$ cat src/common/core_settings.svh
`ifndef CORE_SETTINGS_SVH
`define CORE_SETTINGS_SVH

// instruction memory depth in words
`define CORE_IMEM_WORDS 256

// data memory depth in words
`define CORE_DMEM_WORDS 256

// first fetch address after start
`define CORE_RESET_PC 32'h0000_0000

`endif

$ cat src/common/core_pkg.sv
`default_nettype none

package core_pkg;

  typedef logic [31:0] word_t;

  // rv32i major opcodes in the subset
  typedef enum logic [6:0] {
    OP_LOAD   = 7'b0000011,
    OP_IMM    = 7'b0010011,
    OP_STORE  = 7'b0100011,
    OP_REG    = 7'b0110011,
    OP_BRANCH = 7'b1100011
  } opcode_t;

  typedef enum logic [2:0] {
    ADD = 3'd0,  // zero so a cleared control is harmless
    SUB = 3'd1,
    AND = 3'd2,
    OR  = 3'd3,
    XOR = 3'd4,
    SLT = 3'd5
  } alu_op_t;

  typedef enum logic [1:0] {
    MEM_NO_OP = 2'd0,
    MEM_LOAD  = 2'd1,
    MEM_STORE = 2'd2
  } mem_op_t;

  typedef enum logic [1:0] {
    BR_NONE = 2'd0,
    BR_EQ   = 2'd1,
    BR_NE   = 2'd2
  } branch_op_t;

  typedef struct packed {
    alu_op_t    alu_op;
    logic       use_imm;
    mem_op_t    mem_op;
    branch_op_t branch_op;
    logic       reg_write;
    logic [4:0] write_back_id;
  } control_t;

  typedef struct packed {
    logic [4:0] id;
    word_t      data;
  } retire_t;

  typedef struct packed {
    word_t addr;  // word address, not byte
    word_t data;
  } store_t;

endpackage

`default_nettype wire

$ cat src/design/instr_decode.sv
`timescale 1ns/1ps
`default_nettype none

module instr_decode import core_pkg::*; (
  input  logic       sys_clk,
  input  logic       reset,
  input  word_t      instruction,
  input  logic       wb_write,
  input  logic [4:0] wb_id,
  input  word_t      wb_data,
  output control_t   control,
  output word_t      read1_data,
  output word_t      read2_data,
  output word_t      immediate,
  output logic [4:0] rs1,
  output logic [4:0] rs2
);

  word_t      regs [32];
  logic [6:0] opcode;
  logic [2:0] funct3;
  logic [6:0] funct7;
  logic [4:0] rd;
  logic       uses_rs1;
  logic       uses_rs2;
  word_t      imm_i;
  word_t      imm_s;
  word_t      imm_b;

  assign opcode = instruction[6:0];
  assign rd     = instruction[11:7];
  assign funct3 = instruction[14:12];
  assign funct7 = instruction[31:25];

  assign imm_i = {{20{instruction[31]}}, instruction[31:20]};
  assign imm_s = {{20{instruction[31]}}, instruction[31:25], instruction[11:7]};
  assign imm_b = {{19{instruction[31]}}, instruction[31], instruction[7],
                  instruction[30:25], instruction[11:8], 1'b0};

  always_comb begin
    control               = '0;  // unknown opcode stays a nop
    control.write_back_id = rd;
    immediate             = '0;
    uses_rs1              = 1'b0;
    uses_rs2              = 1'b0;
    case (opcode)
      OP_REG: begin
        uses_rs1          = 1'b1;
        uses_rs2          = 1'b1;
        control.reg_write = 1'b1;
        case ({funct7, funct3})
          {7'b0000000, 3'b000}: control.alu_op = ADD;
          {7'b0100000, 3'b000}: control.alu_op = SUB;
          {7'b0000000, 3'b111}: control.alu_op = AND;
          {7'b0000000, 3'b110}: control.alu_op = OR;
          {7'b0000000, 3'b100}: control.alu_op = XOR;
          {7'b0000000, 3'b010}: control.alu_op = SLT;
          default: begin
            control.reg_write = 1'b0;
            uses_rs1          = 1'b0;
            uses_rs2          = 1'b0;
          end
        endcase
      end
      OP_IMM: begin
        if (funct3 == 3'b000) begin  // addi only
          uses_rs1          = 1'b1;
          control.use_imm   = 1'b1;
          control.reg_write = 1'b1;
          immediate         = imm_i;
        end
      end
      OP_LOAD: begin
        if (funct3 == 3'b010) begin
          uses_rs1          = 1'b1;
          control.use_imm   = 1'b1;
          control.mem_op    = MEM_LOAD;
          control.reg_write = 1'b1;
          immediate         = imm_i;
        end
      end
      OP_STORE: begin
        if (funct3 == 3'b010) begin
          uses_rs1        = 1'b1;
          uses_rs2        = 1'b1;
          control.use_imm = 1'b1;
          control.mem_op  = MEM_STORE;
          immediate       = imm_s;
        end
      end
      OP_BRANCH: begin
        if (funct3 == 3'b000 || funct3 == 3'b001) begin
          uses_rs1          = 1'b1;
          uses_rs2          = 1'b1;
          control.branch_op = (funct3 == 3'b000) ? BR_EQ : BR_NE;
          immediate         = imm_b;
        end
      end
      default: ;
    endcase
  end

  // unused sources read as x0 so they never match a hazard
  assign rs1 = uses_rs1 ? instruction[19:15] : 5'd0;
  assign rs2 = uses_rs2 ? instruction[24:20] : 5'd0;

  always_ff @(posedge sys_clk) begin
    if (reset) begin
      for (int i = 0; i < 32; i++) begin
        regs[i] <= '0;
      end
    end else if (wb_write && wb_id != 5'd0) begin
      regs[wb_id] <= wb_data;
    end
  end

  // write-first bypass
  assign read1_data = (rs1 == 5'd0) ? '0 :
                      (wb_write && wb_id == rs1) ? wb_data : regs[rs1];
  assign read2_data = (rs2 == 5'd0) ? '0 :
                      (wb_write && wb_id == rs2) ? wb_data : regs[rs2];

endmodule

`default_nettype wire

$ cat config.mk
export PLATFORM = sky130hd
export DESIGN_NAME = instr_decode
export DESIGN_NICKNAME = d
export VERILOG_FILES = /design/src/common/core_settings.svh /design/src/common/core_pkg.sv /design/src/design/instr_decode.sv
export SDC_FILE = /design/constraint.sdc
export NUM_CORES = 2
export LEC_CHECK = 0
export ABC_CLOCK_PERIOD_IN_PS = 3200
export BUFFER_PORTS_ARGS = -buffer_cell sky130_fd_sc_hd__buf_2
export CAP_MARGIN = 20
export CORE_ASPECT_RATIO = 0.8
export CORE_UTILIZATION = 55
export DETAILED_ROUTE_END_ITERATION = 12
export PLACE_DENSITY = 0.77
export SLEW_MARGIN = 20
export SYNTH_ARGS = -nofsm -noshare
export SYNTH_HDL_FRONTEND = slang
export SYNTH_SLANG_ARGS = --single-unit
$ cat constraint.sdc
create_clock -name sys_clk -period 3.2 [get_ports sys_clk]
set_input_delay 0 -clock sys_clk [delete_from_list [all_inputs] [get_ports sys_clk]]
set_output_delay 0 -clock sys_clk [all_outputs]
set_load 0.02 [all_outputs]
# Word level (Yosys, flattened, before mapping)
# Memories as Yosys holds them, arrays and structs flattened.
# Index checks and enable logic that the tools add are counted.
# word_totals
output_inout_bits	120
inputBits	72
mem_count	1
ff_bits	0
elab_cells	62
mem_bits_rw	1024
# op_classes
mux	35
n_eq_ne	14
n_reduce_logical	12
# memory_table
memory	words	width	read_ports	rd_ports_with_merged_regs	wr	line_no	source
regs	32	32	2	0	32	instr_decode.sv:19	word_t regs [32];
# op_table
cell	n
2-to-1 mux 32 bit	9
case mux 32 bit (4 select lines)	1
OR reduction 32 bit	1
equality test 10 x 3 -> 1 bit (second input constant)	3
2-to-1 mux 5 bit	3
case mux 3 bit (5 select lines)	1
equality test 7 x 6 -> 1 bit (second input constant)	2
equality test 10 x 2 -> 1 bit (second input constant)	1
equality test 10 x 9 -> 1 bit (second input constant)	1
equality test 5 bit	2
logical NOT 10 bit	1
logical NOT 5 bit	2
2-to-1 mux 1 bit	10
2-to-1 mux 3 bit	3
case mux 1 bit (3 select lines)	3
equality test 7 x 2 -> 1 bit (second input constant)	1
equality test 7 x 5 -> 1 bit (second input constant)	1
equality test 7 bit (second input constant)	1
2-to-1 mux 2 bit	3
OR reduction 6 bit	1
nonzero test 5 bit	1
case mux 1 bit (4 select lines)	1
case mux 2 bit (2 select lines)	1
equality test 3 x 1 -> 1 bit (second input constant)	1
other kinds (5)	7

# Longest topological paths before layout
# logic_depth
depth_word	9
depth_mapped	15
ltp_nobuf	10

# Worst setup path after synthesis
# Ideal clock, no wire load.
# synth_path
path_kind	input-to-output
start	input instruction[6]
end	output read2_data[7]
arrival_ns	2.746
cell_stages	11
slack_ns	0.454
n_path_buf	2
required_ns	3.200
path_cell_list	or3b_1 -> a2111oi_4 -> a21o_4 -> nand2_1 -> buf_2 -> nor2_2 -> buf_2 -> a21oi_1 -> o21ai_0 -> a21oi_1 -> o41ai_1
# synth_between
elab_chain_len	7
word_cells_on_any_way	11
classes_between	4 x eq/ne; 4 x mux; 2 x reduce/logical; 1 x memory
# synth_lines
element	line_no	source
from (decl)	instr_decode.sv:7	input word_t instruction,
equality test 7 bit or equality test 7 x 6 -> 1 bit (tied branches)	instr_decode.sv:46	case (opcode)
case mux 1 bit (3 select lines) *	instr_decode.sv:46	
2-to-1 mux 5 bit *	instr_decode.sv:105	assign rs2 = uses_rs2 ? instruction[24:20] : 5'd0;
branches (longest 3 deep; another with memory read (32 x 32 bit))	--	
2-to-1 mux 32 bit *	instr_decode.sv:120	assign read2_data = (rs2 == 5'd0) ? '0 :
to (decl)	instr_decode.sv:13	output word_t read2_data,
# Every way passes the cells marked *.

# Final worst setup path
# layout_path
start	input instruction[3]
end	output read2_data[15]
# The elaborated chain is that of the path after synthesis.

==> out/results.ini <==
[status]
status = finished, violations left
violations = design-rule violations, negative setup slack

[worst_hold_path]
min_path_cells = 2
worstHoldPathType = in2reg
whs_endpoint = regs[3][1]$_SDFFCE_PN0P_
hp-start = wb_data[1]

[timing]
rsz0062_at_grt = true
fmax_mhz = 301
finalCritPeriodShare_pct = 104
relSlewSlack_pct = 11.0
slew_viol_final = 0
fin_hold_ws_ns = 0.0303
finalHoldViolCount = 0
setup_viol = 13
tightestPinTransition_ns = 1.32
fin_ws_ns = -0.121
layout_min_cycle_time_ns = 3.32
fin_tns_setup_ns = -0.444

[synth]
synth_edf_count = 1024
synthCells = 5079
avgSynthCellArea_um2 = 11.3
ys_types = 82
synth_area_mm2 = 0.0576
synth_seq_area_share_pct = 53.4
async_flop_share_pct = 0
yosys_warnings = 0
ys_ff_latch = 1024
synthFlopType = edfxtp_1

[layout]
largest_register = regs
nets = 5508
reg_top3 = regs (1024)
syn2layout_area_growth_pct = 18.6
final_core_util_pct = 66.2
largest_register_ffs = 1024
drive_above_1_share_pct = 22.9
stdcell_area_mm2 = 0.0683

[setup_path]
critPathRequiredTime_ns = 3.20
critPathMaxFanout = 14
crit_arrival_ns = 3.32
crit_path_start_kind = primary input
end_kind = output port
critPathKind = in2out

[power_and_ir_drop]
ir_drop_uv = 482
leakagePower_uw = 0.0254
p_per_area_mw_per_mm2 = 467

[clock_network]
cts-root-buf = clkbuf_16
cts_tree = done
clkSinkCount = 1024
clk_pin_slew_ns = 0.06
cts_buffers = 105
max-clock-path-buffers = 3
htree_levels = 3

[route]
wirelength_mm = 249
num_vias = 50779
drt-vias-per-instance = 7.33
dr.pass1.iters = 13
post_drt_wl_per_cell_um = 35.9
first_iter_violations = 10268
ant_nets = 0
drc = 13

[floorplan]
core_area_mm2 = 0.103
io_pins = 192
die_h_um = 291
die_x_um = 364
start_util_pct = 55.8
die_area_mm2 = 0.106
fp-row-count = 105

[grt]
grt_pass1_vias = 46962
grt_pass1_wl_mm = 342
grt_antenna_before_repair = 16
grt_max_degree = 93
gr-total-overflow = 0
grt_usage_pct = 45.5

[placement]
dpl_cell_area_mm2 = 0.0636
dp.final_hpwl_mm = 162
routabilityCongestion = 1.09
pre_cts_ws_ns = -0.626
io_buffers = 191

[job]
cap_violations = 0

-- cell families (layout without fill, tap and decap cells) --
logic type | after synthesis | after routing | synth area share, %
DFF | 1024 | 1024 | 53.4
muxes | 420 | 420 | 9.31
xor gates and xnor gates | 8 | 8 | 0.122
and+or+nand+nor | 1743 | 1743 | 16.9
other | 1 | 46 | 0.00651
buffers and inverters | 603 | 1013 | 4.28
AOI/OAI and AO/OA | 1280 | 1280 | 16.0
-- through the flow --
stage,std cells,power (uW)
6_report,6925,31900
5_1_grt,6916,32400
4_1_cts,6875,31600
3_5_place_dp,6665,19300
3_3_place_gp,6665,19300
2_1_floorplan,5110,17800
-- timing repair --
item,CTS,global route
endpoints found under the setup margin,43,53
setup buffers,8,35
hold endpoints to repair,220,0
gates cloned,0,5
pin swaps,11,37
hold buffers,11,0
resized for setup,80,102
-- cells in the mapped netlist, types with 10 or more instances --
| cell type | count | area share, % |
|---|---|---|
| nand3_1 | 34 | 0.30 |
| o211ai_1 | 24 | 0.31 |
| a211o_1 | 17 | 0.26 |
| nand2_1 | 215 | 1.4 |
| or3_1 | 27 | 0.29 |
| clkbuf_1 | 428 | 2.8 |
| nor2_1 | 267 | 1.7 |
| nor2b_1 | 55 | 0.60 |
| edfxtp_1 | 1024 | 53 |
| and2_1 | 1001 | 11 |
| a221o_1 | 25 | 0.43 |
| a21oi_1 | 288 | 2.5 |
| o221ai_1 | 69 | 1.0 |
| o2111ai_1 | 14 | 0.21 |
| a221oi_1 | 108 | 1.6 |
| mux4_2 | 88 | 3.4 |
| nand2b_1 | 11 | 0.12 |
| mux2i_1 | 289 | 5.0 |
| a31oi_1 | 25 | 0.27 |
| mux2_2 | 43 | 0.84 |
| buf_4 | 26 | 0.34 |
| nor3_1 | 21 | 0.18 |
| buf_1 | 55 | 0.36 |
| o311a_1 | 10 | 0.17 |
| a22o_1 | 15 | 0.23 |
| or2_2 | 35 | 0.38 |
| o21ai_0 | 110 | 0.96 |
| inv_1 | 19 | 0.12 |
| a211oi_1 | 232 | 3.0 |
| a222oi_1 | 28 | 0.49 |
| a2111oi_0 | 10 | 0.15 |
| o22ai_1 | 105 | 1.1 |
| o311ai_0 | 49 | 0.75 |
| and3_1 | 35 | 0.38 |
| buf_2 | 70 | 0.61 |
| a22oi_1 | 41 | 0.53 |
| o31ai_1 | 35 | 0.46 |
| o41ai_2 | 20 | 0.56 |
-- worst max-delay path by stage --
stage	startpoint	endpoint	slack, ns	cells past startpoint
floorplan	instruction[6]	read2_data[7]	0.45	11
global placement	instruction[13]	read1_data[3]	-0.58	16
detailed placement	instruction[13]	read1_data[3]	-0.63	16
CTS	instruction[13]	read1_data[3]	-0.02	16
global route	instruction[13]	read1_data[10]	-0.06	18
finish	instruction[3]	read2_data[15]	-0.12	14
-- placed cells by master, fill, tap and decap left out, types with 109 or more instances in the layout --
master     synthesis  layout
edfxtp_1        1024    1024
and2_1          1001    1001
buf_4             26     489
mux2i_1          289     289
a21oi_1          288     267
nor2_1           267     227
a211oi_1         232     226
nand2_1          215     209
buf_2             70     173
clkbuf_16          0     109
-- power breakdown --
part	switching, uW	total [uW]	internal, uW	leakage, uW
clock network	5580	12600	6990	0.00166
registers	451	16000	15500	0.00975
logic	2220	3390	1170	0.0140
-- worst max-delay path, stage by stage --
cell and delay (ns):
buf_2 0.11, or4bb_4 0.58, a2111oi_4 0.20, buf_4 0.20, buf_4 0.15, a21oi_4 0.07
nor2_2 0.26, buf_12 0.20, nor2_1 0.05, o21ai_1 0.39, a21oi_2 0.18, o41ai_4 0.54
buf_4 0.22, buf_4 0.13
-- cell type report --
type                       count  area [um^2]
fill                        7636        34800
sequential                  1024        30700
multi-input combinational   3483        25200
timing repair buffer         799         7010
clock buffer                 121         2690
tap                         1391         1740
clock inverter                70          718
inverter                      22          103
antenna                       14         35.0
timing repair inverter         1         8.76
-- metal layers --
layer  up-vias  part of all wire [%]  GRT usage, %  routed length [um]
li1      19928                     -             -                   -
met1     24663                    34          60.0               85600
met2      5132                    40          62.3              100000
met3      1046                    18          18.2               43600
met4        10                   7.5          27.1               18500
met5         -                  0.26          4.06                 644
Note: power is estimated with default switching activity, not from simulation.
