`src/common/core_settings.svh`:
```
`ifndef CORE_SETTINGS_SVH
`define CORE_SETTINGS_SVH

// instruction memory depth in words
`define CORE_IMEM_WORDS 256

// data memory depth in words
`define CORE_DMEM_WORDS 256

// first fetch address after start
`define CORE_RESET_PC 32'h0000_0000

`endif

```
`src/common/core_pkg.sv`:
```
`default_nettype none

package core_pkg;

  typedef logic [31:0] word_t;

  // rv32i major opcodes in the subset
  typedef enum logic [6:0] {
    OP_LOAD   = 7'b0000011,
    OP_IMM    = 7'b0010011,
    OP_STORE  = 7'b0100011,
    OP_REG    = 7'b0110011,
    OP_BRANCH = 7'b1100011
  } opcode_t;

  typedef enum logic [2:0] {
    ADD = 3'd0,  // zero so a cleared control is harmless
    SUB = 3'd1,
    AND = 3'd2,
    OR  = 3'd3,
    XOR = 3'd4,
    SLT = 3'd5
  } alu_op_t;

  typedef enum logic [1:0] {
    MEM_NO_OP = 2'd0,
    MEM_LOAD  = 2'd1,
    MEM_STORE = 2'd2
  } mem_op_t;

  typedef enum logic [1:0] {
    BR_NONE = 2'd0,
    BR_EQ   = 2'd1,
    BR_NE   = 2'd2
  } branch_op_t;

  typedef struct packed {
    alu_op_t    alu_op;
    logic       use_imm;
    mem_op_t    mem_op;
    branch_op_t branch_op;
    logic       reg_write;
    logic [4:0] write_back_id;
  } control_t;

  typedef struct packed {
    logic [4:0] id;
    word_t      data;
  } retire_t;

  typedef struct packed {
    word_t addr;  // word address, not byte
    word_t data;
  } store_t;

endpackage

`default_nettype wire

```
`src/design/hazard_forward_unit.sv`:
```
`timescale 1ns/1ps
`default_nettype none

module hazard_forward_unit import core_pkg::*; (
  input  logic [4:0] rs1_id,
  input  logic [4:0] rs2_id,
  input  logic [4:0] rs1_ex,
  input  logic [4:0] rs2_ex,
  input  control_t   control_ex,
  input  control_t   control_mem,
  input  control_t   control_wb,
  input  word_t      alu_res_mem,
  input  word_t      wb_data,
  output logic       stall,
  output logic       fw1_valid,
  output word_t      fw1_data,
  output logic       fw2_valid,
  output word_t      fw2_data
);

  logic load_in_ex;

  // newest writer wins, memory stage before writeback
  function automatic logic [32:0] pick_source(input logic [4:0] rs);
    if (rs != 5'd0 && control_mem.reg_write && control_mem.write_back_id == rs) begin
      return {1'b1, alu_res_mem};
    end else if (rs != 5'd0 && control_wb.reg_write && control_wb.write_back_id == rs) begin
      return {1'b1, wb_data};
    end
    return {1'b0, 32'd0};
  endfunction

  assign load_in_ex = (control_ex.mem_op == MEM_LOAD) && (control_ex.write_back_id != 5'd0);

  // load result not ready until writeback
  assign stall = load_in_ex &&
                 (control_ex.write_back_id == rs1_id || control_ex.write_back_id == rs2_id);

  always_comb begin
    {fw1_valid, fw1_data} = pick_source(rs1_ex);
    {fw2_valid, fw2_data} = pick_source(rs2_ex);
  end

endmodule

`default_nettype wire

```
`config.mk`:
```
export PLATFORM = sky130hd
export DESIGN_NAME = hazard_forward_unit
export DESIGN_NICKNAME = d
export VERILOG_FILES = /design/src/common/core_settings.svh /design/src/common/core_pkg.sv /design/src/design/hazard_forward_unit.sv
export SDC_FILE = /design/constraint.sdc
export NUM_CORES = 1
export LEC_CHECK = 0
export CAP_MARGIN = 15
export CORE_MARGIN = 8
export CORE_UTILIZATION = 32
export DETAILED_ROUTE_END_ITERATION = 8
export DONT_BUFFER_PORTS = 1
export GPL_ROUTABILITY_DRIVEN = 0
export PLACE_DENSITY = 0.54
export SYNTH_ARGS = -nofsm -noshare
export SYNTH_HDL_FRONTEND = slang
export SYNTH_SLANG_ARGS = --single-unit
```
`constraint.sdc`:
```
create_clock -name vclk -period 2.3
set_input_delay 0 -clock vclk [all_inputs]
set_output_delay 0 -clock vclk [all_outputs]
set_load 0.01 [all_outputs]
```
Word-level counts from Yosys, hierarchy flattened. Index checks and enable logic that the tools add are counted. Widths: inputs -> output; s select.

Memory bits (writable): 0. Logic and storage cells: 31. Bits in latches: 0. Output and inout port bits: 67. Memories: 0. ROM bits: 0. Register bits: 0.

Eq/ne operators: 7. $lt $le $gt $ge: 0. Bitwise logic cells: 0. Multiply operators: 0. Add/sub/neg operators: 0. Div/mod/pow operators: 0. Reductions and logical operators: 14. Shift operators: 0. Mux-type cells: 10.

Operator list (count): $mux 33 (6); $eq 5x5->1 (6); $reduce_bool 5->1 (3); $logic_and 1x1->1 (10); $mux 1 (4); $eq 2x1->1 const B (1); $logic_or 1x1->1 (1).

Depth between registers and ports, before layout. Gate-level depths: netlist of run 1.

Depth after elaboration: 6. Mapped depth: 5. Gate-level depth less buffers: 4.

Least setup slack after synthesis of run 1. No wires, ideal clock.

Path type: input to output. Start: in rs2_ex[1]. End: out fw2_data[10]. Path buffers: 1. Cell stages on the path: 5. Arrival: 1314 ps. Path slack: 986 ps. Cell sequence: or4_4 > o211ai_2 > buf_6 > nor3_1 > mux2_2.

Word-level cells in the longest chain between the ends: 6. Elaborated cells on any way between the ends: 11.

RTL lines: start: declaration (RTL line hazard_forward_unit.sv:8) `input logic [4:0] rs2_ex,`; $reduce_bool 5->1 (RTL line hazard_forward_unit.sv:25, hazard_forward_unit.sv:27); $logic_and 1x1->1 (2 in a row) (RTL line hazard_forward_unit.sv:27) `end else if (rs != 5'd0 && control_wb.reg_write && control_wb.write_back_id == rs) begin`; $mux 1 (RTL line hazard_forward_unit.sv:27); $mux 1 (RTL line hazard_forward_unit.sv:25) `if (rs != 5'd0 && control_mem.reg_write && control_mem.write_back_id == rs) begin`; $mux 33 (*) (RTL line hazard_forward_unit.sv:30) `return {1'b0, 32'd0};`; end: declaration (RTL line hazard_forward_unit.sv:18) `output word_t fw2_data`.

Mark *: on every way between the ends. The rest lies on a longest branch, timed or not.

Worst setup path in the final report of run 1.
Start: in rs1_ex[1]. End: out fw1_data[26].

Word-level cells in the longest chain between the ends: 6. Elaborated cells on any way between the ends: 11.

RTL lines: start: declaration (RTL line hazard_forward_unit.sv:7) `input logic [4:0] rs1_ex,`; $reduce_bool 5->1 (RTL line hazard_forward_unit.sv:25, hazard_forward_unit.sv:27); $logic_and 1x1->1 (2 in a row) (RTL line hazard_forward_unit.sv:27); $mux 1 (RTL line hazard_forward_unit.sv:27); $mux 1 (RTL line hazard_forward_unit.sv:25); $mux 33 (*) (RTL line hazard_forward_unit.sv:30); end: declaration (RTL line hazard_forward_unit.sv:16) `output word_t fw1_data,`.

Marked as above.

==> metrics.md, run 1 <==
| Metric | Value |
|---|---|
| Synth area leader | `mux2_2` |
| Drc violations | `0` |
| Top Ports | `193` |
| WL/cell | `21.55 um` |
| Vias in the first global route | `1875` |
| Warnings from Yosys | `0` |
| Die width | `90.62 um` |
| Pins Over Slew Limit | `0` |
| Kind of critical path | `primary input to output port` |
| Wirelength, routed | `6335 um` |
| Via Count | `1728` |
| Sequential share of the synthesized area | `0%` |
| RSZ-0062 raised after global routing | `false` |
| DR pass1 iterations | `4` |
| Register area | `0 um^2` |
| Max VDD drop | `0.0001027 V` |
| Hold buffer count at cts | `0` |
| CP Capture Type | `output port` |
| Clock buffer count | `0` |
| Top-count cell post-synth | `nor3_1` |
| Synth top area share | `40.45%` |
| Die area | `8211 um^2` |
| Setup TNS | `0 ns` |
| Max transition margin | `55.20%` |
| Initial Util | `32.76%` |
| Final Cycle Share | `74.07%` |
| CP max FO | `20` |
| Area contributors post-synth | `mux2_2 (40%), nor3_1 (19%), xnor2_1 (9.8%)` |
| Mean Syn Cell Area | `7.550 um^2` |
| DP HPWL | `5185 um` |
| Placed cells | `294` |
| Synth cell types | `22` |
| Core area | `5439 um^2` |
| PD cells | `128.6 nW/um^2` |
| Largest net degree at the start of global routing | `35` |
| GR Overflow Total | `0` |
| HP Class | `primary input to output port` |
| Die height | `90.62 um` |
| Area Overhead vs Synth | `0.1404%` |
| Final Hold Vio Count | `0` |
| PostCTS Resize Cnt | `0` |
| GRT Total Usage | `13.97%` |
| IO Port Bufs | `0` |
| Worst-Margin Slew | `0.6701 ns` |
| Count of antenna-violating nets left after detailed routing | `0` |
| Row count | `27` |
| Count of final setup violators | `0` |
| LEAKAGE | `0.0006159 uW` |
| Antenna cells | `0` |
| Outcome | `finished, final reports clean` |
| Mapped Cells | `236` |
| Synth Cell Area | `1782 um^2` |
| Seq cells | `0` |
| List of most frequent post-synthesis cells | `nor3_1 (66), mux2_2 (64), nand2_1 (32)` |
| Synth Net Count | `362` |
| Startpoint Class | `primary input` |
| Data required, critical path | `2.30 ns` |
| Initial antenna violation count | `0` |
| Setup bufs post-CTS | `0` |
| FMAX | `587.0 MHz` |
| Tmin final | `1.704 ns` |
| Final nets | `350` |
| First-pass GRT wire length | `9929 um` |
| Finished Layout Cells | `294` |
| Worst EP arrival | `1.70 ns` |
| Mean number of vias per cell | `5.878` |
| Layout cell share with drive strength beyond 1 | `35.59%` |
| Max-cap violations | `0` |
| Number of DRC markers in iteration 0 | `97` |
[final cells by class]
type                       instances  area [um^2]
multi-input combinational        214         1622
timing repair buffer               8        72.57
tap                               72        90.09
fill                             588         3655
[per-stage QoR]
step / power (uW) / hold WS, ns / area [um^2] / setup slack [ns] / utilization (%)
5_1_grt: 251.4 / 0.1580 / 1784 / 0.4966 / 32.80
3_3_place_gp: 230.9 / 0.1503 / 1784 / 0.5862 / 32.80
3_5_place_dp: 231.1 / 0.1472 / 1784 / 0.5920 / 32.80
2_1_floorplan: 214.5 / 0.1395 / 1782 / 0.9857 / -
6_report: 229.5 / 0.1464 / 1784 / 0.5964 / 32.80
4_1_cts: 231.9 / 0.1472 / 1784 / 0.5939 / 32.80
[cell usage in the layout, fill, tap and decap left out]
cell       n
nand2_1   32
buf_12     1
nand3_1    4
o211ai_2   1
nor2_2     1
or4_1      1
or4_4      2
buf_4      7
o211ai_4   1
a21oi_1    1
mux2_2    64
nand4_1    2
nor3_1    66
xor2_1    10
xnor2_1   20
o21ai_0    1
nor2_1     3
a21o_1     2
nor2b_1    1
nor4_4     2
[path summary, 6_finish.rpt]
check | from | endpoint | cells past startpoint
worst max-delay path | rs1_ex[1] | fw1_data[26] | 5
worst min-delay path | control_wb[5] | fw2_valid | 1
[routing by layer]
layer | track usage (%) | part of all wire, % | vias to the layer above
met1 | 14.98 | 38 | 787
li1 | - | - | 822
met4 | 0.9709 | 0.60 | 0
met2 | 26.37 | 50 | 115
met3 | 4.904 | 11 | 4
met5 | 0 | 0 | -
[critical path, stage by stage]
cell and delay (ns):
or4_4 0.54, o211ai_4 0.42, buf_4 0.34, nor3_1 0.09
mux2_2 0.31
[cell families after synthesis]
kind of cell              count (synthesis)  synth area share (%)
muxes                                    64                 40.45
xor gates and xnor gates                 30                 14.75
buffers and inverters                    22                 8.989
and+or+nand+nor                         114                 32.51
AOI/OAI and AO/OA                         6                 3.300
[report_power, final]
part	switching (uW)	total (uW)	internal, uW
Clock	0	0	0
Sequential	0	0	0
Combinational	140	230	89.9
Total	140	230	89.9
No activity file was read; power rests on OpenSTA's default activity.
==> run 2, diff against run 1 <==
- clock period: 2.3 -> 1.7 ns (I/O delays scaled with it)
==> metrics.md, run 2 (synthesis results as in run 1) <==
| Metric | Value |
|---|---|
| Outcome | `finished, final reports clean` |
| Die width | `90.62 um` |
| Power share of the combinational group | `100.0%` |
| Final Cycle Share | `81.32%` |
| Sw Share | `58.18%` |
| Max VDD drop | `0.0001665 V` |
| Tmin final | `1.382 ns` |
| Reg power frac | `0%` |
| Worst path slowest cell | `or4_4` |
| First-pass GRT wire length | `9749 um` |
| RSZ-0062 raised after global routing | `false` |
| Wirelength, routed | `6291 um` |
| Initial Util | `32.76%` |
| Fillers | `595` |
| Pins Over Slew Limit | `0` |
| Max-cap violations | `0` |
| Core area | `5439 um^2` |
| CP max FO | `13` |
| Largest net degree at the start of global routing | `35` |
| Count of final setup violators | `0` |
| Worst path max stage delay | `0.55 ns` |
| Seq cells | `0` |
| PD cells | `180.8 nW/um^2` |
| FMAX | `723.4 MHz` |
| Commonest cells after routing, fill and taps aside | `nor3_1 (66), mux2_2 (64), nand2_1 (32)` |
| Hold buffer count at cts | `0` |
| Clock buffer count | `0` |
| Worst-Margin Slew | `0.2860 ns` |
| CP startpoint | `rs1_ex[1]` |
| Crit. path cell count | `5` |
| HP Class | `primary input to output port` |
| Vias in the first global route | `1892` |
| DR pass1 iterations | `4` |
| Total power | `328.9 uW` |
| GR Overflow Total | `0` |
| Final nets | `353` |
| WP buf/inv | `1` |
| Data required, critical path | `1.70 ns` |
| LEAKAGE | `0.0006341 uW` |
| Antenna cells | `0` |
| CP Capture Type | `output port` |
| Die height | `90.62 um` |
| Startpoint Class | `primary input` |
| Via Count | `1724` |
| Row count | `27` |
| Number of DRC markers in iteration 0 | `64` |
| Final Hold Vio Count | `0` |
| Switching pwr | `191.4 uW` |
| Worst EP arrival | `1.38 ns` |
| Die area | `8211 um^2` |
| Max transition margin | `80.99%` |
| Final hold slack | `0.1479 ns` |
| Count of antenna-violating nets left after detailed routing | `0` |
| PostCTS Resize Cnt | `0` |
| Kind of critical path | `primary input to output port` |
| Register area | `0 um^2` |
| GRT Total Usage | `13.53%` |
| Initial antenna violation count | `0` |
| Drc violations | `0` |
| Top Ports | `193` |
| Setup bufs post-CTS | `0` |
| Layout cell share with drive strength beyond 1 | `36.44%` |
| DP HPWL | `5177 um` |
| Crit path cell chain | `or4_4, o211ai_4, buf_4, nor3_1, mux2_2` |
| Internal Pwr Total | `137.5 uW` |
| Area Overhead vs Synth | `2.106%` |
| IO Port Bufs | `0` |
| Clock share of power | `0%` |
| Commonest non-fill, non-tap cell in the layout | `nor3_1` |
| Mean number of vias per cell | `5.805` |
| Cell family with the largest share of critical-path delay | `simple AND/OR/NAND/NOR gates` |
| Setup TNS | `0 ns` |
| Worst setup path end | `fw1_data[11]` |
| WL/cell | `21.18 um` |
[run 2: cell count changes in the layout (fill, tap and decap cells not counted)]
cell    before  now
buf_4        7    9
buf_12       1    2
[run 2: worst min-delay path by stage]
stage                    from           to  cells past startpoint
5_1_grt        alu_res_mem[0]  fw2_data[0]                      1
3_3_place_gp    control_wb[5]    fw1_valid                      1
2_1_floorplan   control_ex[9]        stall                      3
4_1_cts         control_wb[5]    fw1_valid                      1
6_report        control_wb[5]    fw1_valid                      1
3_5_place_dp    control_wb[5]    fw1_valid                      1
[run 2: cell type report]
cell class / count / area (um^2) / area share, %
Tap cell: 72 / 90.09 / 4.952
Timing Repair Buffer: 11 / 107.6 / 5.915
Multi-Input combinational cell: 214 / 1622 / 89.13
[run 2: per-layer routing]
layer  wire, um  GRT usage (%)  vias to the layer above
li1           -              -                      830
met1       2341          13.45                      784
met2       3183          26.31                      108
met3        747          5.819                        2
met4         19         0.4161                        0
met5          0              0                        -
[run 2: through the flow]
step | std cells | area [um^2] | util, % | setup slack [ns]
floorplan | 236 | 1782 | - | 0.3857
finish | 297 | 1819 | 33.45 | 0.3176
detailed placement | 297 | 1819 | 33.45 | 0.3150
global route | 297 | 1819 | 33.45 | 0.2709
CTS | 297 | 1819 | 33.45 | 0.3172
global placement | 297 | 1819 | 33.45 | 0.3154
[run 2: power groups by stage]
| stage | Combinational [uW] | Clock, uW | Sequential (uW) |
|---|---|---|---|
| global placement | 329 | 0 | 0 |
| finish | 329 | 0 | 0 |
| global route | 355 | 0 | 0 |
| detailed placement | 329 | 0 | 0 |
| CTS | 330 | 0 | 0 |
| floorplan | 290 | 0 | 0 |
